## src/cpu_pkg.sv

```systemverilog
package cpu_pkg;

	typedef enum logic [3:0] {
		OP_ADD = 4'h0,
		OP_SUB = 4'h1,
		OP_XOR = 4'h2,
		OP_NOP = 4'h7, // Unused encoding, carried by pipeline bubbles.
		OP_LW  = 4'h8,
		OP_SW  = 4'h9,
		OP_LLB = 4'hA,
		OP_LHB = 4'hB,
		OP_BR  = 4'hC,
		OP_HLT = 4'hF
	} opcode_e;

	typedef enum logic [2:0] {
		CC_NE     = 3'd0,
		CC_EQ     = 3'd1,
		CC_ALWAYS = 3'd7
	} ccode_e;

	typedef struct packed {
		logic z;
		logic v;
		logic n;
	} flags_t;

	typedef enum logic [1:0] {
		FWD_REG      = 2'd0,
		FWD_FROM_WB  = 2'd1,
		FWD_FROM_MEM = 2'd2
	} fwd_sel_e;

	typedef struct packed {
		logic [15:0] instr;
		logic [15:0] pc2;
	} ifid_t;

	typedef struct packed {
		opcode_e     op;
		logic [3:0]  rd;
		logic [3:0]  rs;
		logic [3:0]  rt;
		logic [15:0] rdata1;
		logic [15:0] rdata2;
		logic [15:0] imm;
		logic [8:0]  br_off;
		ccode_e      ccode;
		logic [15:0] pc2;
	} idex_t;

	typedef struct packed {
		opcode_e     op;
		logic [3:0]  rd;
		logic [15:0] result;
		logic [15:0] st_data;
		logic [15:0] addr;
	} exmem_t;

	// Load data joins in write-back straight from the data memory port.
	typedef struct packed {
		opcode_e     op;
		logic [3:0]  rd;
		logic [15:0] result;
	} memwb_t;

	localparam ifid_t IFID_BUBBLE = '{instr: {OP_NOP, 12'h000}, pc2: 16'h0000};
	localparam idex_t IDEX_BUBBLE = '{
		op: OP_NOP, rd: 4'd0, rs: 4'd0, rt: 4'd0,
		rdata1: 16'h0000, rdata2: 16'h0000, imm: 16'h0000,
		br_off: 9'd0, ccode: CC_NE, pc2: 16'h0000
	};
	localparam exmem_t EXMEM_BUBBLE = '{
		op: OP_NOP, rd: 4'd0, result: 16'h0000, st_data: 16'h0000, addr: 16'h0000
	};
	localparam memwb_t MEMWB_BUBBLE = '{op: OP_NOP, rd: 4'd0, result: 16'h0000};

	function automatic logic writes_reg(input opcode_e op);
		return op inside {OP_ADD, OP_SUB, OP_XOR, OP_LW, OP_LLB, OP_LHB};
	endfunction

	function automatic logic is_load(input opcode_e op);
		return op == OP_LW;
	endfunction

endpackage

```

## src/execute.sv

```systemverilog
`timescale 1ns/1ps

module execute (
	input  logic              clk,
	input  logic              rst_i,
	input  cpu_pkg::idex_t    idex_i,
	input  logic              idex_valid_i,
	input  cpu_pkg::fwd_sel_e fwd_a_i,
	input  cpu_pkg::fwd_sel_e fwd_b_i,
	input  logic [15:0]       mem_fwd_i,
	input  logic [15:0]       wb_fwd_i,
	output cpu_pkg::exmem_t   exmem_o,
	output logic              br_taken_o,
	output logic [15:0]       br_target_o
);
	import cpu_pkg::*;

	logic [15:0] op_a;
	logic [15:0] op_b;
	logic [15:0] sum;
	logic [15:0] diff;
	logic [15:0] result;
	logic        ovf;
	logic        flags_we;
	logic        cond_met;
	flags_t      flags_q;

	function automatic logic [15:0] fwd_mux(input fwd_sel_e sel, input logic [15:0] reg_val,
			input logic [15:0] mem_val, input logic [15:0] wb_val);
		case (sel)
			FWD_FROM_MEM: return mem_val;
			FWD_FROM_WB:  return wb_val;
			default:      return reg_val;
		endcase
	endfunction

	assign op_a = fwd_mux(fwd_a_i, idex_i.rdata1, mem_fwd_i, wb_fwd_i);
	assign op_b = fwd_mux(fwd_b_i, idex_i.rdata2, mem_fwd_i, wb_fwd_i);
	assign sum  = op_a + op_b;
	assign diff = op_a - op_b;

	// ********************
	// ALU.
	always_comb begin
		result   = 16'h0000;
		ovf      = 1'b0;
		flags_we = 1'b0;
		case (idex_i.op)
			OP_ADD: begin
				result   = sum;
				ovf      = (op_a[15] == op_b[15]) && (sum[15] != op_a[15]);
				flags_we = 1'b1;
			end
			OP_SUB: begin
				result   = diff;
				ovf      = (op_a[15] != op_b[15]) && (diff[15] != op_a[15]);
				flags_we = 1'b1;
			end
			OP_XOR: begin
				result   = op_a ^ op_b;
				flags_we = 1'b1;
			end
			OP_LLB: result = (op_a & 16'hFF00) | idex_i.imm;
			OP_LHB: result = (op_a & 16'h00FF) | idex_i.imm;
			default: result = 16'h0000;
		endcase
	end

	always_ff @(posedge clk) begin
		if (rst_i) begin
			flags_q <= '0;
		end else if (idex_valid_i && flags_we) begin
			flags_q <= '{z: (result == 16'h0000), v: ovf, n: result[15]};
		end
	end

	// ********************
	// Branch resolution.
	always_comb begin
		case (idex_i.ccode)
			CC_NE:     cond_met = !flags_q.z;
			CC_EQ:     cond_met = flags_q.z;
			CC_ALWAYS: cond_met = 1'b1;
			default:   cond_met = 1'b0;
		endcase
	end

	assign br_taken_o  = idex_valid_i && idex_i.op == OP_BR && cond_met;
	assign br_target_o = idex_i.pc2 + {{6{idex_i.br_off[8]}}, idex_i.br_off, 1'b0};

	always_comb begin
		exmem_o.op      = idex_valid_i ? idex_i.op : OP_NOP;
		exmem_o.rd      = idex_i.rd;
		exmem_o.result  = result;
		exmem_o.st_data = op_b;
		exmem_o.addr    = op_a + idex_i.imm; // Word address for LW and SW.
	end

endmodule

```

## config.mk

```make
export PLATFORM = sky130hd
export DESIGN_NAME = execute
export DESIGN_NICKNAME = d
export VERILOG_FILES = /design/src/cpu_pkg.sv /design/src/execute.sv
export SDC_FILE = /design/constraint.sdc
export NUM_CORES = 1
export LEC_CHECK = 0
export BUFFER_PORTS_ARGS = -buffer_cell sky130_fd_sc_hd__buf_2
export CAP_MARGIN = 15
export CORE_ASPECT_RATIO = 1.1
export CORE_UTILIZATION = 52
export CTS_BUF_LIST = sky130_fd_sc_hd__clkbuf_8 sky130_fd_sc_hd__clkbuf_16
export DETAILED_ROUTE_END_ITERATION = 12
export GPL_ROUTABILITY_DRIVEN = 1
export PLACE_DENSITY = 0.95
export SLEW_MARGIN = 25
export SYNTH_ARGS = -nofsm -noshare
export SYNTH_HDL_FRONTEND = slang
export SYNTH_SLANG_ARGS = --single-unit
```

## constraint.sdc

```tcl
create_clock -name clk -period 10.7 [get_ports clk]
set_input_delay 1.605 -clock clk [delete_from_list [all_inputs] [get_ports clk]]
set_output_delay 1.605 -clock clk [all_outputs]
set_load 0.01 [all_outputs]
```

Yosys cells after proc, flatten, opt, wreduce, memory -nomap -nowiden
Index checks and enable logic that the tools add are counted.

storage, ports and cells
  bits in registers = 1
  input port bits = 131
  output and inout port bits = 73
  word-level logic and storage cells = 33

cells by class
  add/sub/neg operators = 4
  equality and inequality tests = 11
  mux-type cells = 6
  bitwise logic cells = 3
  reductions and logical operators = 8

operator list
  operator              number
  $pmux W16 S5          1
  $pmux W16 S2          2
  $add A16 B16 Y16      3
  $logic_not A16 Y1     1
  $or A16 B16 Y16       1
  $or A8 B16 Y16        1
  $sub A16 B16 Y16      1
  $xor A16 B16 Y16      1
  $eq A4 B4 Y1 const B  3
  $eq A2 B1 Y1 const B  2
  $eq A2 B2 Y1 const B  2
  $eq A4 B1 Y1 const B  1
  $eq A4 B2 Y1 const B  1
  $logic_not A4 Y1      1
  $mux W4               1
  $eq A3 B1 Y1 const B  1
  $eq A3 B3 Y1 const B  1
  $logic_and A1 B1 Y1   3
  $logic_not A3 Y1      1
  $pmux W1 S3           1
  $reduce_or A3 Y1      1
  $logic_not A1 Y1      1
  $mux W1               1

Logic depth before layout (Yosys ltp)
Gate-level depths: netlist (run 1).

  depth in word-level cells = 5
  depth in mapped cells = 21
  gate-level depth less buffers = 19

Worst setup path before layout (run 1)
No wires, ideal clock.

  kind = input to output
  start point = input port fwd_b_i[0]
  end point = output port exmem_o[46] (netlist name)
  arrival = 5,286 ps
  required time = 9,095 ps
  slack = 3,809 ps
  cell stages on the path = 17
  path buffers = 1
  cell sequence = inv_1 ha_1 buf_6 a221oi_1 nor2_1 or3_1 nor4_2 a31oi_1 xnor2_1 ha_1 a21oi_1 inv_1 o311a_1 o21ai_0 a21oi_1 xnor2_1 o21ai_0

RTL lines
  item                line           text
  start: declaration  execute.sv:9   input cpu_pkg::fwd_sel_e fwd_b_i,
  end: declaration    execute.sv:12  output cpu_pkg::exmem_t exmem_o,

==> impl_metrics.tcl, run 1 <==
set metrics [dict create \
    layout_top_registers "flags_q x1" \
    cp.arrival_ns 6.34 \
    postRouteWirelength_mm 13.6 \
    worst_hold_path_type "reg2reg" \
    io_buffer_count 185 \
    leakagePower_nw 2.59 \
    fmax_ghz 0.126 \
    synth_enable_flop_cells 0 \
    final_max_slew_viol_count 0 \
    final_layout_size_suffix_gt1_share_pct 27.0 \
    floorplan.die_area_mm2 0.00821 \
    top_level_ports 204 \
    drv.max_cap_violation_count 0 \
    critPathRequiredTime_ns 9.10 \
    worst_skew_pair.late_latency_ns 0 \
    initial_core_utilization_pct 54.3 \
    endpoint_kind "output pin" \
    top_cell_types_by_occurrence_after_synthesis "ha_1 (68), inv_1 (60), o21ai_0 (45)" \
    initialDrtViolationCount 262 \
    transition_time_of_the_tightest_slew_check_pin_ns 0.812 \
    route.vias.total 5063 \
    yosys.cell_count.top_type "ha_1" \
    globalRoute.totalOverflow 0 \
    syn_nets 784 \
    period_needed_ns 7.95 \
    layout_setup_ws_ns 2.75 \
    area_grow_syn2layout_pct 22.5 \
    synth_seq_cells 1 \
    timing.slew.headroom_pct 45.7 \
    floorplan.core_area_mm2 0.00751 \
    routabilityCongestion 0.928 \
    ys_seq_area_share_pct 0.491 \
    synth_top_cells_by_area "ha_1 (21%), xnor2_1 (8.8%), a221o_1 (6.6%)" \
    post_cts_resize_count 0 \
    ys.flop_type "dfxtp_1" \
    final_critical_path_share_of_the_clock_period_pct 74.3 \
    width_of_the_chip_um 86.5 \
    unrepaired_setup_endpoints_after_global_routing "no" \
    wl_per_cell_um 16.0 \
    synthArstFlopShare_pct 0 \
    timing.final.hold_violations 0 \
    synth.yosys.warnings 0 \
    largest_reg_flops 1 \
    ant_nets 0 \
    fin_nets 945 \
    max-vdd-ir-drop_uv 51.1 \
    grt_first_pass_wirelength_mm 21.3 \
    critical_path_class "in2out" \
    finalSetupViolCount 0 \
    final.setup_skew_ns 0 \
    tritonroute_pass_1_iters 5 \
    largest_register "flags_q" \
    antenna-diode-count 0 \
    place_worst_setup_slack_ns 2.83 \
    startpoint_class_of_the_critical_path "input port" \
    maximum_number_of_pins_on_one_net_before_global_route_repair 36 \
    std_cell_rows 33 \
    clk_transition_reported_paths_ns 0 \
    worstPathMaxFanout 24 \
    grt_util_all_layers_pct 31.8 \
    cts.repair_timing.setup_buffer_count 0 \
    status "completed" \
    grt_antenna_before_repair 0 \
    drc 0 \
    cts_hold_repair.buffers 0 \
    number_of_global_route_vias_before_repair 4717 \
    post_synth_num_cell_types 65 \
    postSynthAreaPerCell_um2 7.01 \
    setup_tns_ns 0 \
    yosys.area.top_type_share_pct 20.9 \
    die_boundary_height_um 94.9 \
    power_dens_cells_mw_per_mm2 95.7 \
    syn_area_mm2 0.00408 \
    vias_per_cell 5.98 \
    synth_area_leader_cell "ha_1" \
    post-layout-total-power_mw 0.478 \
    hpwl_mm 11.6 \
    synthesized_netlist_cell_count 582 \
]
==> power by group <==
| group | switching [mW] | total [mW] | leakage (nW) | internal [mW] |
|---|---|---|---|---|
| Clock | 0 | 0 | 0 | 0 |
| Sequential | 0.0000544 | 0.00393 | 0.00806 | 0.00388 |
| Combinational | 0.273 | 0.474 | 2.58 | 0.201 |
| Total | 0.273 | 0.478 | 2.59 | 0.205 |
==> layout make-up <==
class / count / area [um^2]
repair buffers: 187 / 941
flip-flops and latches: 1 / 20.0
well taps: 105 / 131
inverters: 61 / 229
multi-input cells: 492 / 3680
fillers: 689 / 2520
==> metrics by stage <==
step / hold WS, ns / cells / area (um^2) / utilization (%)
3_3_place_gp: 0.677 / 846 / 5000 / 66.5
3_5_place_dp: 0.689 / 846 / 5000 / 66.5
5_1_grt: 0.689 / 846 / 5000 / 66.5
6_report: 0.688 / 846 / 5000 / 66.5
2_1_floorplan: 0.488 / 582 / 4080 / -
4_1_cts: 0.689 / 846 / 5000 / 66.5
==> final timing paths <==
| path | start | end | slack [ns] | cells past startpoint |
|---|---|---|---|---|
| worst max-delay path | fwd_b_i[0] | exmem_o[46] | 2.75 | 18 |
| worst min register to register | flags_q[2] | flags_q[2] | 0.69 | 2 |
| worst max register to register | flags_q[2] | flags_q[2] | 9.89 | 2 |
| worst min-delay path | flags_q[2] | flags_q[2] | 0.69 | 2 |
==> routing by layer <==
layer / up-vias / part of all wire, % / track usage (%)
li1: 2450 / - / -
met1: 2329 / 41 / 37.3
met2: 257 / 51 / 62.0
met3: 27 / 6.4 / 1.57
met4: 0 / 2.3 / 8.75
met5: - / 0 / 0
==> worst max-delay path, cell delays in order <==
cell	delay, ns
buf_2	0.09
inv_1	0.04
ha_1	0.75
inv_1	0.31
o21ai_0	0.59
nand2_1	0.20
nor4_2	0.41
a31oi_1	0.18
xnor2_1	0.33
ha_1	0.32
a21oi_1	0.22
inv_1	0.09
o311a_1	0.31
o21ai_0	0.16
a21oi_1	0.10
xnor2_1	0.13
o21ai_0	0.29
buf_2	0.20
==> placed cells by master, fill, tap and decap left out, types with 4 or more instances in the layout <==
cell	instances
a21oi_1	36
nor2_1	42
xor2_1	18
mux2i_1	6
a21o_1	7
or3_1	8
o21ai_1	6
o21a_1	4
and2_1	8
inv_1	60
a22oi_1	10
and3_1	5
nor3_1	8
xnor2_1	41
nand3_1	10
nand2b_1	10
nor2b_1	10
o211ai_1	7
a221o_1	27
o21ai_0	45
a211oi_1	10
ha_1	68
buf_2	185
or2_2	4
a31oi_1	7
nand2_1	35
==> logic make-up (layout without fill, tap and decap cells) <==
group / Yosys count / count (layout) / share of synthesized area, %
adder cells (fa/ha/maj): 71 / 71 / 22.3
AO/OA/AOI/OAI: 196 / 196 / 33.2
multiplexers: 7 / 7 / 1.75
flip-flops: 1 / 1 / 0.491
XOR/XNOR: 59 / 59 / 12.7
AND/OR/NAND/NOR: 159 / 159 / 20.2
buffers and inverters: 89 / 248 / 9.41
Note: power is estimated with default switching activity, not from simulation.
==> run 2, diff against run 1 <==
Settings changed: ABC_AREA set to 1, CORE_UTILIZATION 52 to 45, PLACE_DENSITY 0.95 to 0.87.
Clock period 10.7 ns to 6.6 ns, I/O delays scaled along.
==> impl_metrics.tcl, run 2 <==
set metrics [dict create \
    status "completed" \
    yosys.cell_count.top_type "nand2_1" \
    top_layer_used "met4" \
    maximum_number_of_pins_on_one_net_before_global_route_repair 35 \
    most_repeated_library_cell_on_the_critical_path "nand2_1" \
    finalSetupViolCount 0 \
    std_cell_rows 37 \
    initialDrtViolationCount 383 \
    synth_enable_flop_cells 0 \
    cp.arrival_ns 4.80 \
    endpoint_kind "output pin" \
    critical_path_class "in2out" \
    vias_per_cell 5.23 \
    synthesized_netlist_cell_count 812 \
    seq_area_um2 20.0 \
    grt_first_pass_wirelength_mm 23.4 \
    synthArstFlopShare_pct 0 \
    cp_max_stage_cell "ha_1" \
    place_worst_setup_slack_ns 0.804 \
    floorplan.core_area_mm2 0.00949 \
    ys.flop_type "dfxtp_1" \
    worstPathMaxFanout 34 \
    syn_nets 1014 \
    dr_wl_met3_mm 1.23 \
    synth_area_leader_cell "nand2_1" \
    syn_area_mm2 0.00446 \
    startpoint_class_of_the_critical_path "input port" \
    postRouteWirelength_mm 14.3 \
    clk_transition_reported_paths_ns 0 \
    ys_seq_area_share_pct 0.449 \
    ant_nets 0 \
    initial_core_utilization_pct 47.0 \
    final_instance_count_without_filler_cells 1091 \
    io_buffer_count 185 \
    worst_skew_pair.late_latency_ns 0 \
    timing.critical_path.slowest_cell_delay_ns 0.55 \
    hpwl_mm 12.5 \
    multi_input_comb_area_mm2 0.00385 \
    synth_top_cells_by_area "nand2_1 (22%), ha_1 (19%), nand3_1 (9.3%)" \
    mostFrequentLayoutCell "nand2_1" \
    timing.slew.headroom_pct 57.2 \
    worst_hold_path_type "reg2reg" \
    layout_setup_ws_ns 0.813 \
    drc 0 \
    dp.cells 1091 \
    timing.final.hold_violations 0 \
    routabilityCongestion 0.972 \
    yosys.area.top_type_share_pct 22.1 \
    largest_register "flags_q" \
    post_synth_num_cell_types 41 \
    grt_util_all_layers_pct 26.7 \
    die_boundary_height_um 106 \
    unrepaired_setup_endpoints_after_global_routing "no" \
    width_of_the_chip_um 97.0 \
    fin_nets 1178 \
    period_needed_ns 5.79 \
    antenna-diode-count 0 \
    final_critical_path_share_of_the_clock_period_pct 87.7 \
    number_of_global_route_vias_before_repair 5307 \
    cts.repair_timing.setup_buffer_count 0 \
    post_cts_resize_count 0 \
    largest_reg_flops 1 \
    final.hold.worst_slack_ns 0.535 \
    transition_time_of_the_tightest_slew_check_pin_ns 0.642 \
    leakagePower_nw 3.29 \
    num-fill-cells 977 \
    route.vias.total 5709 \
    setup_tns_ns 0 \
    area_grow_syn2layout_pct 20.4 \
    top_cell_types_by_occurrence_after_synthesis "nand2_1 (263), inv_1 (107), nand3_1 (83)" \
    top_level_ports 204 \
    layout_top_registers "flags_q x1" \
    synth.yosys.warnings 0 \
    fmax_ghz 0.173 \
    globalRoute.totalOverflow 0 \
    postSynthAreaPerCell_um2 5.50 \
    detailroute.wirelength.met2_mm 6.86 \
    final.setup_skew_ns 0 \
    cts_hold_repair.buffers 0 \
    final_layout_size_suffix_gt1_share_pct 21.9 \
    grt_antenna_before_repair 0 \
    floorplan.die_area_mm2 0.0103 \
    wl_per_cell_um 13.1 \
    power_dens_cells_mw_per_mm2 141 \
    critPathRequiredTime_ns 5.61 \
    m1WireLength_mm 5.90 \
    final_max_slew_viol_count 0 \
    drv.max_cap_violation_count 0 \
    max-vdd-ir-drop_uv 81.0 \
    tritonroute_pass_1_iters 5 \
    most-common-layout-cells "nand2_1 (263), buf_2 (185), inv_1 (107), nand3_1 (83), ha_1 (68)" \
    synth_seq_cells 1 \
]
[run 2: cell count changes after synthesis, sizes merged, moves of 11 or more]
| cell | change |
|---|---|
| nand2 | +234 |
| nand3 | +75 |
| inv | +48 |
| xnor2 | -32 |
| a221o | -26 |
| nor2 | +25 |
| o21ai | -22 |
| xor2 | +17 |
| clkbuf | -14 |
| buf | +11 |
| or2 | +11 |
[run 2: path summary, 6_finish.rpt]
| path | cells after the start | endpoint | slack, ns | startpoint |
|---|---|---|---|---|
| max | 25 | exmem_o[45] | 0.81 | fwd_b_i[0] |
| min | 4 | flags_q[2] | 0.54 | flags_q[2] |
| max reg2reg | 4 | flags_q[2] | 5.98 | flags_q[2] |
| min reg2reg | 4 | flags_q[2] | 0.54 | flags_q[2] |
[run 2: kinds of logic after synthesis]
kind of cell / Yosys count / share of synthesized area [%]
DFF: 1 / 0.449
and+or+nand+nor: 453 / 43.1
buffers and inverters: 134 / 13.2
adders and majority gates: 71 / 20.4
AOI/OAI and AO/OA: 109 / 14.2
xor gates and xnor gates: 44 / 8.63
[run 2: routing by layer]
layer	vias up	track usage, %
met3	30	3.48
li1	2942	-
met4	0	6.18
met2	238	49.6
met5	-	0
met1	2499	32.3
[run 2: layout make-up]
cell class                 instances  area share, %
multi-input combinational        677           71.8
timing repair buffer             187           17.5
inverter                         109           7.62
tap                              117           2.73
sequential                         1          0.373
[run 2: critical path: cells and delay by family]
| family | cells | cell delay (ns) |
|---|---|---|
| adders and majority gates | 3 | 1.05 |
| AOI/OAI and AO/OA | 2 | 0.40 |
| xor gates and xnor gates | 1 | 0.15 |
| buffers and inverters | 5 | 0.64 |
| and+or+nand+nor | 14 | 1.57 |
[run 2: stage by stage]
step,area [um^2],power [mW],utilization (%)
floorplan,4460,0.531,-
global placement,5370,0.738,56.6
detailed placement,5370,0.746,56.6
CTS,5370,0.750,56.6
global route,5370,0.849,56.6
finish,5370,0.757,56.6
[run 2: where the power goes]
group          leakage, nW  switching [mW]  internal [mW]
Sequential         0.00806       0.0000385        0.00626
Combinational         3.28           0.465          0.286
Clock                    0               0              0
