===== src/rf_if.sv =====
`timescale 1ns/1ps

interface rf_if;
	logic [3:0]  raddr1;
	logic [3:0]  raddr2;
	logic [15:0] rdata1;
	logic [15:0] rdata2;
	logic [3:0]  waddr;
	logic [15:0] wdata;
	logic        we;

	modport dec_mp (output raddr1, output raddr2, input rdata1, input rdata2);

	modport rf_mp (
		input raddr1, input raddr2, output rdata1, output rdata2,
		input waddr, input wdata, input we
	);

	modport wb_mp (output waddr, output wdata, output we);
endinterface


===== src/reg_file.sv =====
`timescale 1ns/1ps

module reg_file (
	input logic clk,
	input logic rst_i,
	rf_if.rf_mp rf
);

	logic [15:0] regs [16];

	function automatic logic [15:0] read_port(input logic [3:0] addr, input logic [15:0] stored,
			input logic we, input logic [3:0] waddr, input logic [15:0] wdata);
		if (addr == 4'd0) begin
			return 16'h0000;
		end
		if (we && waddr == addr) begin
			return wdata; // Same-cycle write is visible to the reader.
		end
		return stored;
	endfunction

	always_ff @(posedge clk) begin
		if (rst_i) begin
			for (int i = 0; i < 16; i++) begin
				regs[i] <= 16'h0000;
			end
		end else if (rf.we && rf.waddr != 4'd0) begin
			regs[rf.waddr] <= rf.wdata;
		end
	end

	assign rf.rdata1 = read_port(rf.raddr1, regs[rf.raddr1], rf.we, rf.waddr, rf.wdata);
	assign rf.rdata2 = read_port(rf.raddr2, regs[rf.raddr2], rf.we, rf.waddr, rf.wdata);

endmodule


===== src/flat_wrapper.sv =====
// flat-port wrapper written by rule: the top's interface ports become plain ports
module reg_file_flat 
  (clk, rst_i, rf_raddr1, rf_raddr2, rf_rdata1, rf_rdata2, rf_waddr, rf_wdata, rf_we);
  rf_if rf_i ();
  input logic clk;
  input logic rst_i;
  input wire logic [$bits(rf_i.raddr1)-1:0] rf_raddr1;
  input wire logic [$bits(rf_i.raddr2)-1:0] rf_raddr2;
  output wire logic [$bits(rf_i.rdata1)-1:0] rf_rdata1;
  output wire logic [$bits(rf_i.rdata2)-1:0] rf_rdata2;
  input wire logic [$bits(rf_i.waddr)-1:0] rf_waddr;
  input wire logic [$bits(rf_i.wdata)-1:0] rf_wdata;
  input wire logic [$bits(rf_i.we)-1:0] rf_we;
  assign rf_i.raddr1 = rf_raddr1;
  assign rf_i.raddr2 = rf_raddr2;
  assign rf_rdata1 = rf_i.rdata1;
  assign rf_rdata2 = rf_i.rdata2;
  assign rf_i.waddr = rf_waddr;
  assign rf_i.wdata = rf_wdata;
  assign rf_i.we = rf_we;
  reg_file u_core (.clk(clk), .rst_i(rst_i), .rf(rf_i));
endmodule

===== config.mk =====
export PLATFORM = sky130hd
export DESIGN_NAME = reg_file_flat
export DESIGN_NICKNAME = d
export VERILOG_FILES = /design/src/rf_if.sv /design/src/reg_file.sv /design/src/flat_wrapper.sv
export SDC_FILE = /design/constraint.sdc
export NUM_CORES = 1
export LEC_CHECK = 0
export ABC_CLOCK_PERIOD_IN_PS = 1800
export BUFFER_PORTS_ARGS = -buffer_cell sky130_fd_sc_hd__buf_2
export CORE_ASPECT_RATIO = 1.75
export CORE_MARGIN = 1
export CORE_UTILIZATION = 50
export DETAILED_ROUTE_END_ITERATION = 6
export PLACE_DENSITY = 0.67
export RECOVER_POWER = 100
export REMOVE_ABC_BUFFERS = 1
export SLEW_MARGIN = 20
export SYNTH_ARGS = -nofsm -noshare
export SYNTH_HDL_FRONTEND = slang
export SYNTH_SLANG_ARGS = --single-unit
export TNS_END_PERCENT = 20

===== constraint.sdc =====
create_clock -name clk -period 1.8 [get_ports clk]
set_input_delay 0.18 -clock clk [delete_from_list [all_inputs] [get_ports clk]]
set_output_delay 0.18 -clock clk [all_outputs]
set_load 0.03 [all_outputs]

After elaboration in Yosys (flattened, before gate mapping)

Memories as Yosys holds them, arrays and structs flattened.
Index checks and enable logic that the tools add are counted.

Equal/unequal tests: 2
Multiplexer cells: 22
Reductions and logical operators: 7

Operator list:

| kind                | count |
|---|---|
| 2-to-1 mux 16 bit   | 9 |
| OR reduction 16 bit | 1 |
| 2-to-1 mux 1 bit    | 12 |
| equality test 4 bit | 2 |
| logical NOT 4 bit   | 2 |
| 2-to-1 mux 4 bit    | 1 |
| nonzero test 4 bit  | 1 |
| logical AND 1 bit   | 3 |

Bits in registers: 0
Bits in writable memories: 256
Bits of input ports: 31
Word-level logic and storage cells: 32
Memories kept: 1

Memories:

| memory      | words | bits a word | read ports | clocked after Yosys merged registers in | wr ports | RTL line      | source |
|---|---|---|---|---|---|---|---|
| u_core.regs | 16    | 16          | 2          | 0                                       | 16       | reg_file.sv:9 | `logic [15:0] regs [16];` |

Depth between registers and ports, before layout

Gate-level depths: netlist (run 1).

Depth in word-level cells: 7
Mapped depth: 7

Least setup slack after synthesis (run 1)

OpenSTA, ideal clock, no wires.

Path kind: input to output
Start: input rf_raddr2[0]
End: output rf_rdata2[10]
Arrival: 1595 ps
Slack: 25 ps
Stages: 6
Cells stage by stage: buf_6 buf_2 mux4_2 a22oi_1 nand2_1 a22o_1

Word-level cells in the longest chain between the ends: 6

Ends and longest elaborated chain:

| element                        | RTL line           | source |
|---|---|---|
| start, declared                | flat_wrapper.sv:8  | `input wire logic [$bits(rf_i.raddr2)-1:0] rf_raddr2;` |
| equality test 4 bit            | reg_file.sv:16     | `if (we && waddr == addr) begin` |
| logical AND 1 bit              | reg_file.sv:16     |  |
| 2-to-1 mux 1 bit (2 in series) | reg_file.sv:16     |  |
| 2-to-1 mux 16 bit              | reg_file.sv:19     | `return stored;` |
| 2-to-1 mux 16 bit *            | reg_file.sv:16     |  |
| end, declared                  | flat_wrapper.sv:10 | `output wire logic [$bits(rf_i.rdata2)-1:0] rf_rdata2;` |

Every way passes the cells marked *; elsewhere a longest branch is shown, timed or not. The select of a mux whose other input is x is not followed.

==> results of run 1 <==
==> cells in the mapped netlist (all sizes together), types with 6 or more instances <==
cell,instances,area [µm²]
and2,242,1510
clkbuf,46,173
nor2,17,71.3
nor3,6,41.3
mux4,128,2950
or2,15,93.8
nor2b,8,50.1
nand2,35,131
a22o,32,280
buf,37,270
nand3,12,60.1
a22oi,59,443
edfxtp,256,7690
xnor2,6,52.6
==> cell type report <==
class | instances | area (µm²)
timing repair buffer | 175 | 1380
clock inverter | 12 | 86.3
sequential | 256 | 7690
tap | 369 | 462
multi-input combinational | 589 | 6010
inverter | 2 | 7.51
clock buffer | 27 | 591
fill | 2125 | 11100
==> final timing paths <==
| path | startpoint | to | slack [ps] | cells after the start |
|---|---|---|---|---|
| min | rf_wdata[14] | u_core.regs[9][14] | 130 | 2 |
| max | u_core.regs[0][11] | rf_rdata1[11] | -540 | 5 |
==> stage by stage <==
stage	worst slack (ps)	util, %	hold WS, ps
finish	-545	59.4	129
CTS	-550	60.2	112
detailed placement	-389	57.1	644
global placement	-468	57.1	647
floorplan	-10.2	-	292
global route	-579	59.4	128
==> repair_timing <==
item | CTS | global route
setup buffers | 0 | 1
pin swaps | 36 | 22
endpoints found under the setup margin | 32 | 32
gates resized for setup | 72 | 36
hold endpoints to repair | 0 | 0
==> power breakdown <==
part           switching, mW  total, mW  leakage, nW  internal (mW)
Sequential             0.190       7.11         2.45           6.92
Clock                   2.14       4.63        0.330           2.49
Combinational           1.35       2.42         2.97           1.07
==> metal layers <==
layer  track usage [%]  routed length [µm]
met5                 0                   0
met1              35.8               14300
met4              19.2                3000
met2              56.8               23200
met3              3.68                3200
==> cells by family after synthesis <==
group,Yosys count
AOI/OAI and AO/OA,97
xor gates and xnor gates,6
buffers and inverters,85
DFF,256
muxes,128
other,1
and+or+nand+nor,342
==> cell usage in the layout, fill, tap and decap left out, drive strengths merged <==
cell      instances
mux4            128
xnor2             6
edfxtp          256
clkinv            9
inv               3
nand3            12
a21oi             3
nor2             17
buf             131
nand2            35
a22oi            59
o31ai             1
a22o             32
conb             16
clkinvlp          1
bufinv            1
nand4             2
clkbuf           71
or3               2
and2            242
nor3              6
nor2b             8
o21ai             2
nand2b            3
or2              15
==> worst max-delay path: cells and delay by family, from the launching register on <==
| family | cells | cell delay (ps) |
|---|---|---|
| compound gates | 2 | 440 |
| buf+inv | 1 | 150 |
| flops | 1 | 410 |
| mux | 1 | 540 |
| simple gates | 1 | 110 |
==> metrics.md, run 1 <==
| Metric | Value |
|---|---|
| Crit-path cells | mux4_2 -> a22oi_2 -> nand2_1 -> a22o_1 -> buf_6 |
| GP Congestion | a little under 0.9 |
| Design Area, Final | ~0.016 mm² |
| Async SR Flop Fraction | 0% |
| Avg Inst Size Synth | between 15 and 20 µm² |
| First-pass GRT wire length | 62700 µm |
| ANT nets after route | 0 |
| Starting Density | roughly 51% |
| Die area | around 0.029 mm² |
| Failing checks | setup timing |
| CTS Buf Count | 23 |
| Critical path's slowest cell | mux4_2 |
| Synth Flop Type | edfxtp_1 |
| Ant diodes | 0 |
| Mapped cell area | 0.0139 mm² |
| Compound-gate portion of the synthesized area | 5.53% |
| I/O Buffers | just over 60 |
| CP Launch Type | flip-flop |
| Placed Area | around 0.016 mm² |
| Clk buf depth | 3 |
| Vias in the first global route | approximately 9700 |
| Detailed Route WL | between 40000 and 50000 µm |
| Status | complete, but fails checks |
| Crit-path max FO | 2 |
| Post-synthesis mux area share | 21.2% |
| IO Count | 63 |
| Unique cell type count in the Yosys netlist | 33 |
| Main combinational cell family by area after synthesis | multiplexers |
| Largest regs | u_core.regs x256 |
| Synthesized flop and latch total | 256 |
| Final setup violation count | 43 |
| Synthesized instance count | a little over 900 |
| Hold Crit Class | in -> reg |
| WL/cell | 30.5 µm |
| Setup CP Type | reg -> out |
| Area Overhead vs Synth | 16.5% |
| Share of layout cells above drive strength 1 | ~37% |
| Setup TNS | -15290 ps |
| DRC violations left | 0 |
| Cts hold-fix bufs | 0 |
| Sequential area share after synthesis | 55.2% |
| Dpl hpwl | 30000 µm |
| XOR/XNOR Fraction of Synth Area | less than 1% |
| Fin. Hold Viols | 0 |
| Fmax | between 400 and 500 MHz |
| Post-Synth Simple-Gate Area | roughly 14% |
| DR vias/cell | approximately 6.4 |
| Number of synthesized flops with an enable pin | roughly 260 |
| CTS sink cnt | between 200 and 300 |
| Final WS setup | -545 ps |
| Non-filler cells, final | 1430 |
| Worst EP required | 1620 ps |
| CTS root buffer | clkbuf_16 |
| Htree depth | 1 |
| Initial drt markers | just over 1000 |
| Synth warn | 0 |
| # placed instances | 1391 |
| Reg with most FFs | u_core.regs |
| Slew of the pin with the lowest slew margin | approximately 1200 ps |
| Clock slew at reported path FFs | about 70 ps |
| Tmin final | between 2000 and 2500 ps |
| Number of flip-flops in the largest register | ~260 |
| Data arrival time of the worst path | between 2000 and 2500 ps |
| Power, Total | about 14 mW |
| RSZ-0062 raised after global routing | yes |
| Pleak | between 5 and 6 nW |
| Die X | 128 µm |
| DRT Pass-1 Iters | 6 |
| VDD IR max | 0.000814 V |
| Crit end category | output port |
| Max Cap Viol | 0 |
| Rows | 80 |
| Grt ovf | 0 |
| Period Utilization, post-route | 130% |
| Area share of fa/ha/maj cells after synthesis | 0% |
| CTS tree | done |
| Layout net count | around 1100 |
| Final Max Tran Viols | 0 |
| PwrDens | 873 mW/mm² |
| Rel. slew slack | a little under a quarter |
| Slowest stage delay, CP | 540 ps |
| Vias | about 9000 |
| Core Region | about 0.027 mm² |
| Largest net degree at the start of global routing | 39 |
| Antenna violations before repair | 1 |
| Global Route Usage Sum | a little under a third |
| Die height | 223 µm |
No activity file was read; power rests on OpenSTA's default activity.
==> run 2: changes to the inputs <==
--- a/config.mk
+++ b/config.mk
@@ -9,9 +9,9 @@
 export BUFFER_PORTS_ARGS = -buffer_cell sky130_fd_sc_hd__buf_2
 export CORE_ASPECT_RATIO = 1.75
 export CORE_MARGIN = 1
-export CORE_UTILIZATION = 50
+export CORE_UTILIZATION = 55
 export DETAILED_ROUTE_END_ITERATION = 6
-export PLACE_DENSITY = 0.67
+export PLACE_DENSITY = 0.72
 export RECOVER_POWER = 100
 export REMOVE_ABC_BUFFERS = 1
 export SLEW_MARGIN = 20
==> metrics.md, run 2 (synthesized netlist as in run 1, its figures left out) <==
| Metric | Value |
|---|---|
| Internal power | between 10 and 15 mW |
| Die area | roughly 0.026 mm² |
| Crit end category | output port |
| Initial drt markers | 1094 |
| Status | complete, but fails checks |
| PwrDens | between 800 and 900 mW/mm² |
| Detailed Route WL | 44400 µm |
| Placed Area | about 0.016 mm² |
| Seq pwr share | between 40% and 50% |
| Crit path capture | rf_rdata1[14] |
| Die X | roughly 120 µm |
| VDD IR max | about 0.0012 V |
| IO Count | 63 |
| Fin. Hold Viols | 0 |
| Max Cap Viol | 0 |
| Worst EP required | ~1600 ps |
| WL/cell | approximately 32 µm |
| P_sw | between 3 and 4 mW |
| Worst slack, placed | -339 ps |
| Period Utilization, post-route | 132% |
| Failing checks | setup timing |
| Htree depth | 1 |
| Rows | 76 |
| Most common cell after layout, fill and taps aside | edfxtp_1 |
| Reg with most FFs | u_core.regs |
| Rel. slew slack | between 10% and 20% |
| Critical path startpoint | u_core.regs[0][14] |
| Die height | 212 µm |
| Post-layout util | about 66% |
| Antenna violations before repair | 0 |
| Slew of the pin with the lowest slew margin | 1330 ps |
| DRT Pass-1 Iters | 7 |
| Fmax | 420 MHz |
| DR vias/cell | 6.82 |
| Filler cell count | 1793 |
| First-pass GRT wire length | between 60000 and 70000 µm |
| Most frequent cells in the layout | edfxtp_1 (256), and2_1 (149), mux4_2 (127), and2_0 (93), buf_4 (59) |
| Tmin final | 2380 ps |
| CTS Buf Count | 23 |
| ANT nets after route | 0 |
| DRC violations left | 0 |
| Crit-path max FO | 2 |
| CTS tree | done |
| Largest net degree at the start of global routing | 29 |
| Clk buf depth | 3 |
| CTS sink cnt | ~260 |
| Data arrival time of the worst path | 2200 ps |
| Setup CP Type | reg -> out |
| Clock slew at reported path FFs | ~70 ps |
| Core Region | between 0.02 and 0.025 mm² |
| Starting Density | between 50% and 60% |
| Design Area, Final | between 0.015 and 0.02 mm² |
| Comb pwr share | between 10% and 20% |
| Sw frac | between 20% and 30% |
| Area Overhead vs Synth | 17.4% |
| Pleak | ~5.8 nW |
| CTS root buffer | clkbuf_16 |
| CP Launch Type | flip-flop |
| Dpl hpwl | 30300 µm |
| Layout net count | about 1100 |
| Vias in the first global route | ~9900 |
| Global Route Usage Sum | a little over a third |
| RSZ-0062 raised after global routing | yes |
| GP Congestion | 0.933 |
| I/O Buffers | 62 |
| Hold Crit Class | in -> reg |
| Largest regs | u_core.regs x256 |
| Setup TNS | -18590 ps |
| Share of layout cells above drive strength 1 | 37.0% |
| Clk pwr share | 34.0% |
| Final setup violation count | between 60 and 70 |
| Number of flip-flops in the largest register | 256 |
| Vias | 9389 |
| Final Max Tran Viols | 0 |
| Final WS setup | -580 ps |
| Grt ovf | 0 |
run 2: cell types whose count changed in the layout (fill, tap and decap cells not counted), sizes merged:
cell / before / now
buf: 131 / 139
bufinv: 1 / 3
clkbuf: 71 / 64
clkinv: 9 / 8
diode: 0 / 2
inv: 3 / 2
run 2: power by group through the flow:
stage          clock network (mW)  registers, mW  logic [mW]
2_1_floorplan                   0           7.13        1.20
3_3_place_gp                    0           7.19        2.26
3_5_place_dp                    0           7.22        2.28
4_1_cts                      4.97           7.10        2.53
5_1_grt                      5.14           7.14        2.61
6_report                     4.95           7.11        2.52
run 2: final cells by class:
type                            count  area, µm²  share of cell area (%)
Antenna cell                        2       5.00                  0.0306
Clock buffer                       29        598                    3.66
Clock inverter                     12        134                   0.819
Inverter                            2       7.51                  0.0459
Multi-Input combinational cell    589       6040                    37.0
Sequential cell                   256       7690                    47.1
Tap cell                          312        390                    2.39
Timing Repair Buffer              174       1480                    9.03
run 2: worst max-delay path: stages, from the launching register on:
cell and delay [ps]:
edfxtp_1 410, mux4_2 520, a22oi_2 190, nand2_2 100
a22o_1 280, buf_6 150
run 2: metrics by stage:
step / instances / power (mW) / hold WS [ps]
floorplan: 847 / 8.33 / 292
finish: 1376 / 14.6 / 165
CTS: 1374 / 14.6 / 155
detailed placement: 1333 / 9.51 / 703
global route: 1374 / 14.9 / 177
global placement: 1333 / 9.45 / 685
run 2: how the worst min path moves through the flow:
stage,from,to,slack [ps],depth (start not counted)
2_1_floorplan,rst_i,u_core.regs[0][0],290,0
3_3_place_gp,rf_wdata[9],u_core.regs[5][9],680,2
3_5_place_dp,rf_wdata[14],u_core.regs[1][14],700,2
4_1_cts,rf_wdata[9],u_core.regs[2][9],160,2
5_1_grt,rf_wdata[14],u_core.regs[14][14],180,2
6_report,rf_wdata[14],u_core.regs[8][14],170,2
run 2: timing repair:
| item | 4_1_cts | 5_1_grt |
|---|---|---|
| setup buffers | 0 | 0 |
| pin swaps | 54 | 14 |
| endpoints found under the setup margin | 32 | 32 |
| gates resized for setup | 118 | 17 |
| hold buffers | 0 | 0 |
run 2: layer usage:
metal / part of all wire [%] / GRT usage [%] / vias to the layer above
met4: 7.7 / 24.1 / 0
met5: 0 / 0 / -
met1: 32 / 41.2 / 4714
met2: 51 / 60.3 / 691
li1: - / - / 3793
met3: 9.1 / 6.14 / 191
==> run 3: changes to the inputs <==
--- a/config.mk
+++ b/config.mk
@@ -7,11 +7,10 @@
 export LEC_CHECK = 0
 export ABC_CLOCK_PERIOD_IN_PS = 1800
 export BUFFER_PORTS_ARGS = -buffer_cell sky130_fd_sc_hd__buf_2
-export CORE_ASPECT_RATIO = 1.75
+export CORE_ASPECT_RATIO = 1.2
 export CORE_MARGIN = 1
-export CORE_UTILIZATION = 55
+export CORE_UTILIZATION = 41
 export DETAILED_ROUTE_END_ITERATION = 6
-export PLACE_DENSITY = 0.72
 export RECOVER_POWER = 100
 export REMOVE_ABC_BUFFERS = 1
 export SLEW_MARGIN = 20
==> metrics.md, run 3 (synthesized netlist as in run 1, its figures left out) <==
| Metric | Value |
|---|---|
| Global Route Usage Sum | 24.1% |
| GP Congestion | 0.904 |
| Reg with most FFs | u_core.regs |
| Fmax | about 420 MHz |
| Rel. slew slack | between 30% and 40% |
| Vias | 8946 |
| Share of layout cells above drive strength 1 | 36.9% |
| Clk buf depth | 3 |
| IO Count | 63 |
| ANT nets after route | 0 |
| Tmin final | 2390 ps |
| VDD IR max | 0.000709 V |
| Die area | 0.0347 mm² |
| Period Utilization, post-route | 133% |
| Setup CP Type | reg -> out |
| Worst EP required | ~1600 ps |
| Fin. Hold Viols | 0 |
| Grt ovf | 0 |
| Most common cell after layout, fill and taps aside | edfxtp_1 |
| Slowest stage delay, CP | around 500 ps |
| Footprint of the multi-input gates | 0.00596 mm² |
| Clock slew at reported path FFs | about 60 ps |
| Number of flip-flops in the largest register | 256 |
| Final Max Tran Viols | 0 |
| Design Area, Final | roughly 0.017 mm² |
| CTS tree | done |
| Final setup violation count | 32 |
| Status | complete, but fails checks |
| DRT Pass-1 Iters | 7 |
| DR vias/cell | roughly 5.9 |
| Die X | between 150 and 200 µm |
| Worst path bufs/invs | 2 |
| Setup TNS | -16220 ps |
| WL/cell | ~27 µm |
| CTS Buf Count | 28 |
| Final WS setup | -591 ps |
| Largest regs | u_core.regs x256 |
| Most frequent cells in the layout | edfxtp_1 (256), and2_1 (161), mux4_2 (126), and2_0 (81), buf_4 (62) |
| Crit end category | output port |
| Largest net degree at the start of global routing | 36 |
| Starting Density | a little over two fifths |
| CP Launch Type | flip-flop |
| Crit-path cells | buf_4 -> mux4_2 -> a22oi_2 -> nand2_1 -> a22o_1 -> buf_6 |
| Layout net count | about 1100 |
| Critical path's slowest cell | mux4_2 |
| Antenna violations before repair | 0 |
| RSZ-0062 raised after global routing | yes |
| Area Overhead vs Synth | 19.4% |
| DRC violations left | 0 |
| Post-CTS setup buffers | 0 |
| CTS root buffer | clkbuf_16 |
| Failing checks | setup timing |
| Slew of the pin with the lowest slew margin | about 950 ps |
| Core Region | around 0.033 mm² |
| Sequential cell area | a little under 0.008 mm² |
| Htree depth | 1 |
| Crit-path max FO | 2 |
| PwrDens | roughly 940 mW/mm² |
| Placed Area | approximately 0.016 mm² |
| Data arrival time of the worst path | ~2200 ps |
| Rows | 73 |
| Hold Crit Class | in -> reg |
| First-pass GRT wire length | 59500 µm |
| Family with the most delay on the worst path | multiplexers |
| I/O Buffers | 62 |
| Cts hold-fix bufs | 0 |
| CTS sink cnt | 256 |
| Initial drt markers | ~770 |
| Pleak | roughly 5.9 nW |
| Vias in the first global route | 9134 |
| Dpl hpwl | ~29000 µm |
| Detailed Route WL | 40800 µm |
| Filler cell count | 2879 |
| Ant diodes | 0 |
| Die height | a little over 200 µm |
| Max Cap Viol | 0 |
-- run 3: cell types whose count changed in the layout (fill, tap and decap cells not counted), sizes merged --
cell      change
buf           -7
bufinv        +2
clkbuf       +15
clkinv        +3
clkinvlp      +2
diode         -2
-- run 3: cell type report --
class,instances,area share [%]
sequential,256,46.3
multi-input combinational,589,35.9
timing repair buffer,179,8.63
clock buffer,32,4.44
tap,450,3.39
clock inverter,19,1.36
inverter,2,0.0452
-- run 3: path summary, 6_finish.rpt --
path / cells after the start / slack (ps) / endpoint / from
setup / recovery: 6 / -590 / rf_rdata1[3] / u_core.regs[8][3]
hold / removal: 2 / 150 / u_core.regs[7][14] / rf_wdata[14]
-- run 3: where the power goes --
| part | leakage, nW | switching, mW | total [mW] | internal [mW] |
|---|---|---|---|---|
| Combinational | 2.98 | 1.31 | 2.41 | 1.10 |
| Sequential | 2.45 | 0.196 | 7.12 | 6.92 |
| Clock | 0.466 | 2.39 | 6.03 | 3.64 |
-- run 3: through the flow --
stage,std cells,util (%),hold WS (ps),power [mW],worst slack [ps]
after global placement,1475,47.2,710,9.47,-457
after CTS,1526,50.9,130,15.7,-614
after floorplan,847,-,292,8.33,-10.2
after detailed placement,1475,47.2,703,9.50,-436
final,1527,50.0,152,15.6,-591
after global routing,1527,50.0,154,16.0,-639
-- run 3: what timing repair did --
item                                    CTS  global route
endpoints found under the setup margin   32            32
cloned                                    0             0
resized for setup                        98            10
pin swaps                                38             5
-- run 3: per-layer routing --
metal  wire length, µm  track usage [%]
met3              2790             3.52
met1             16400             31.4
met4              1590             8.66
met5                 0                0
met2             20100             40.9
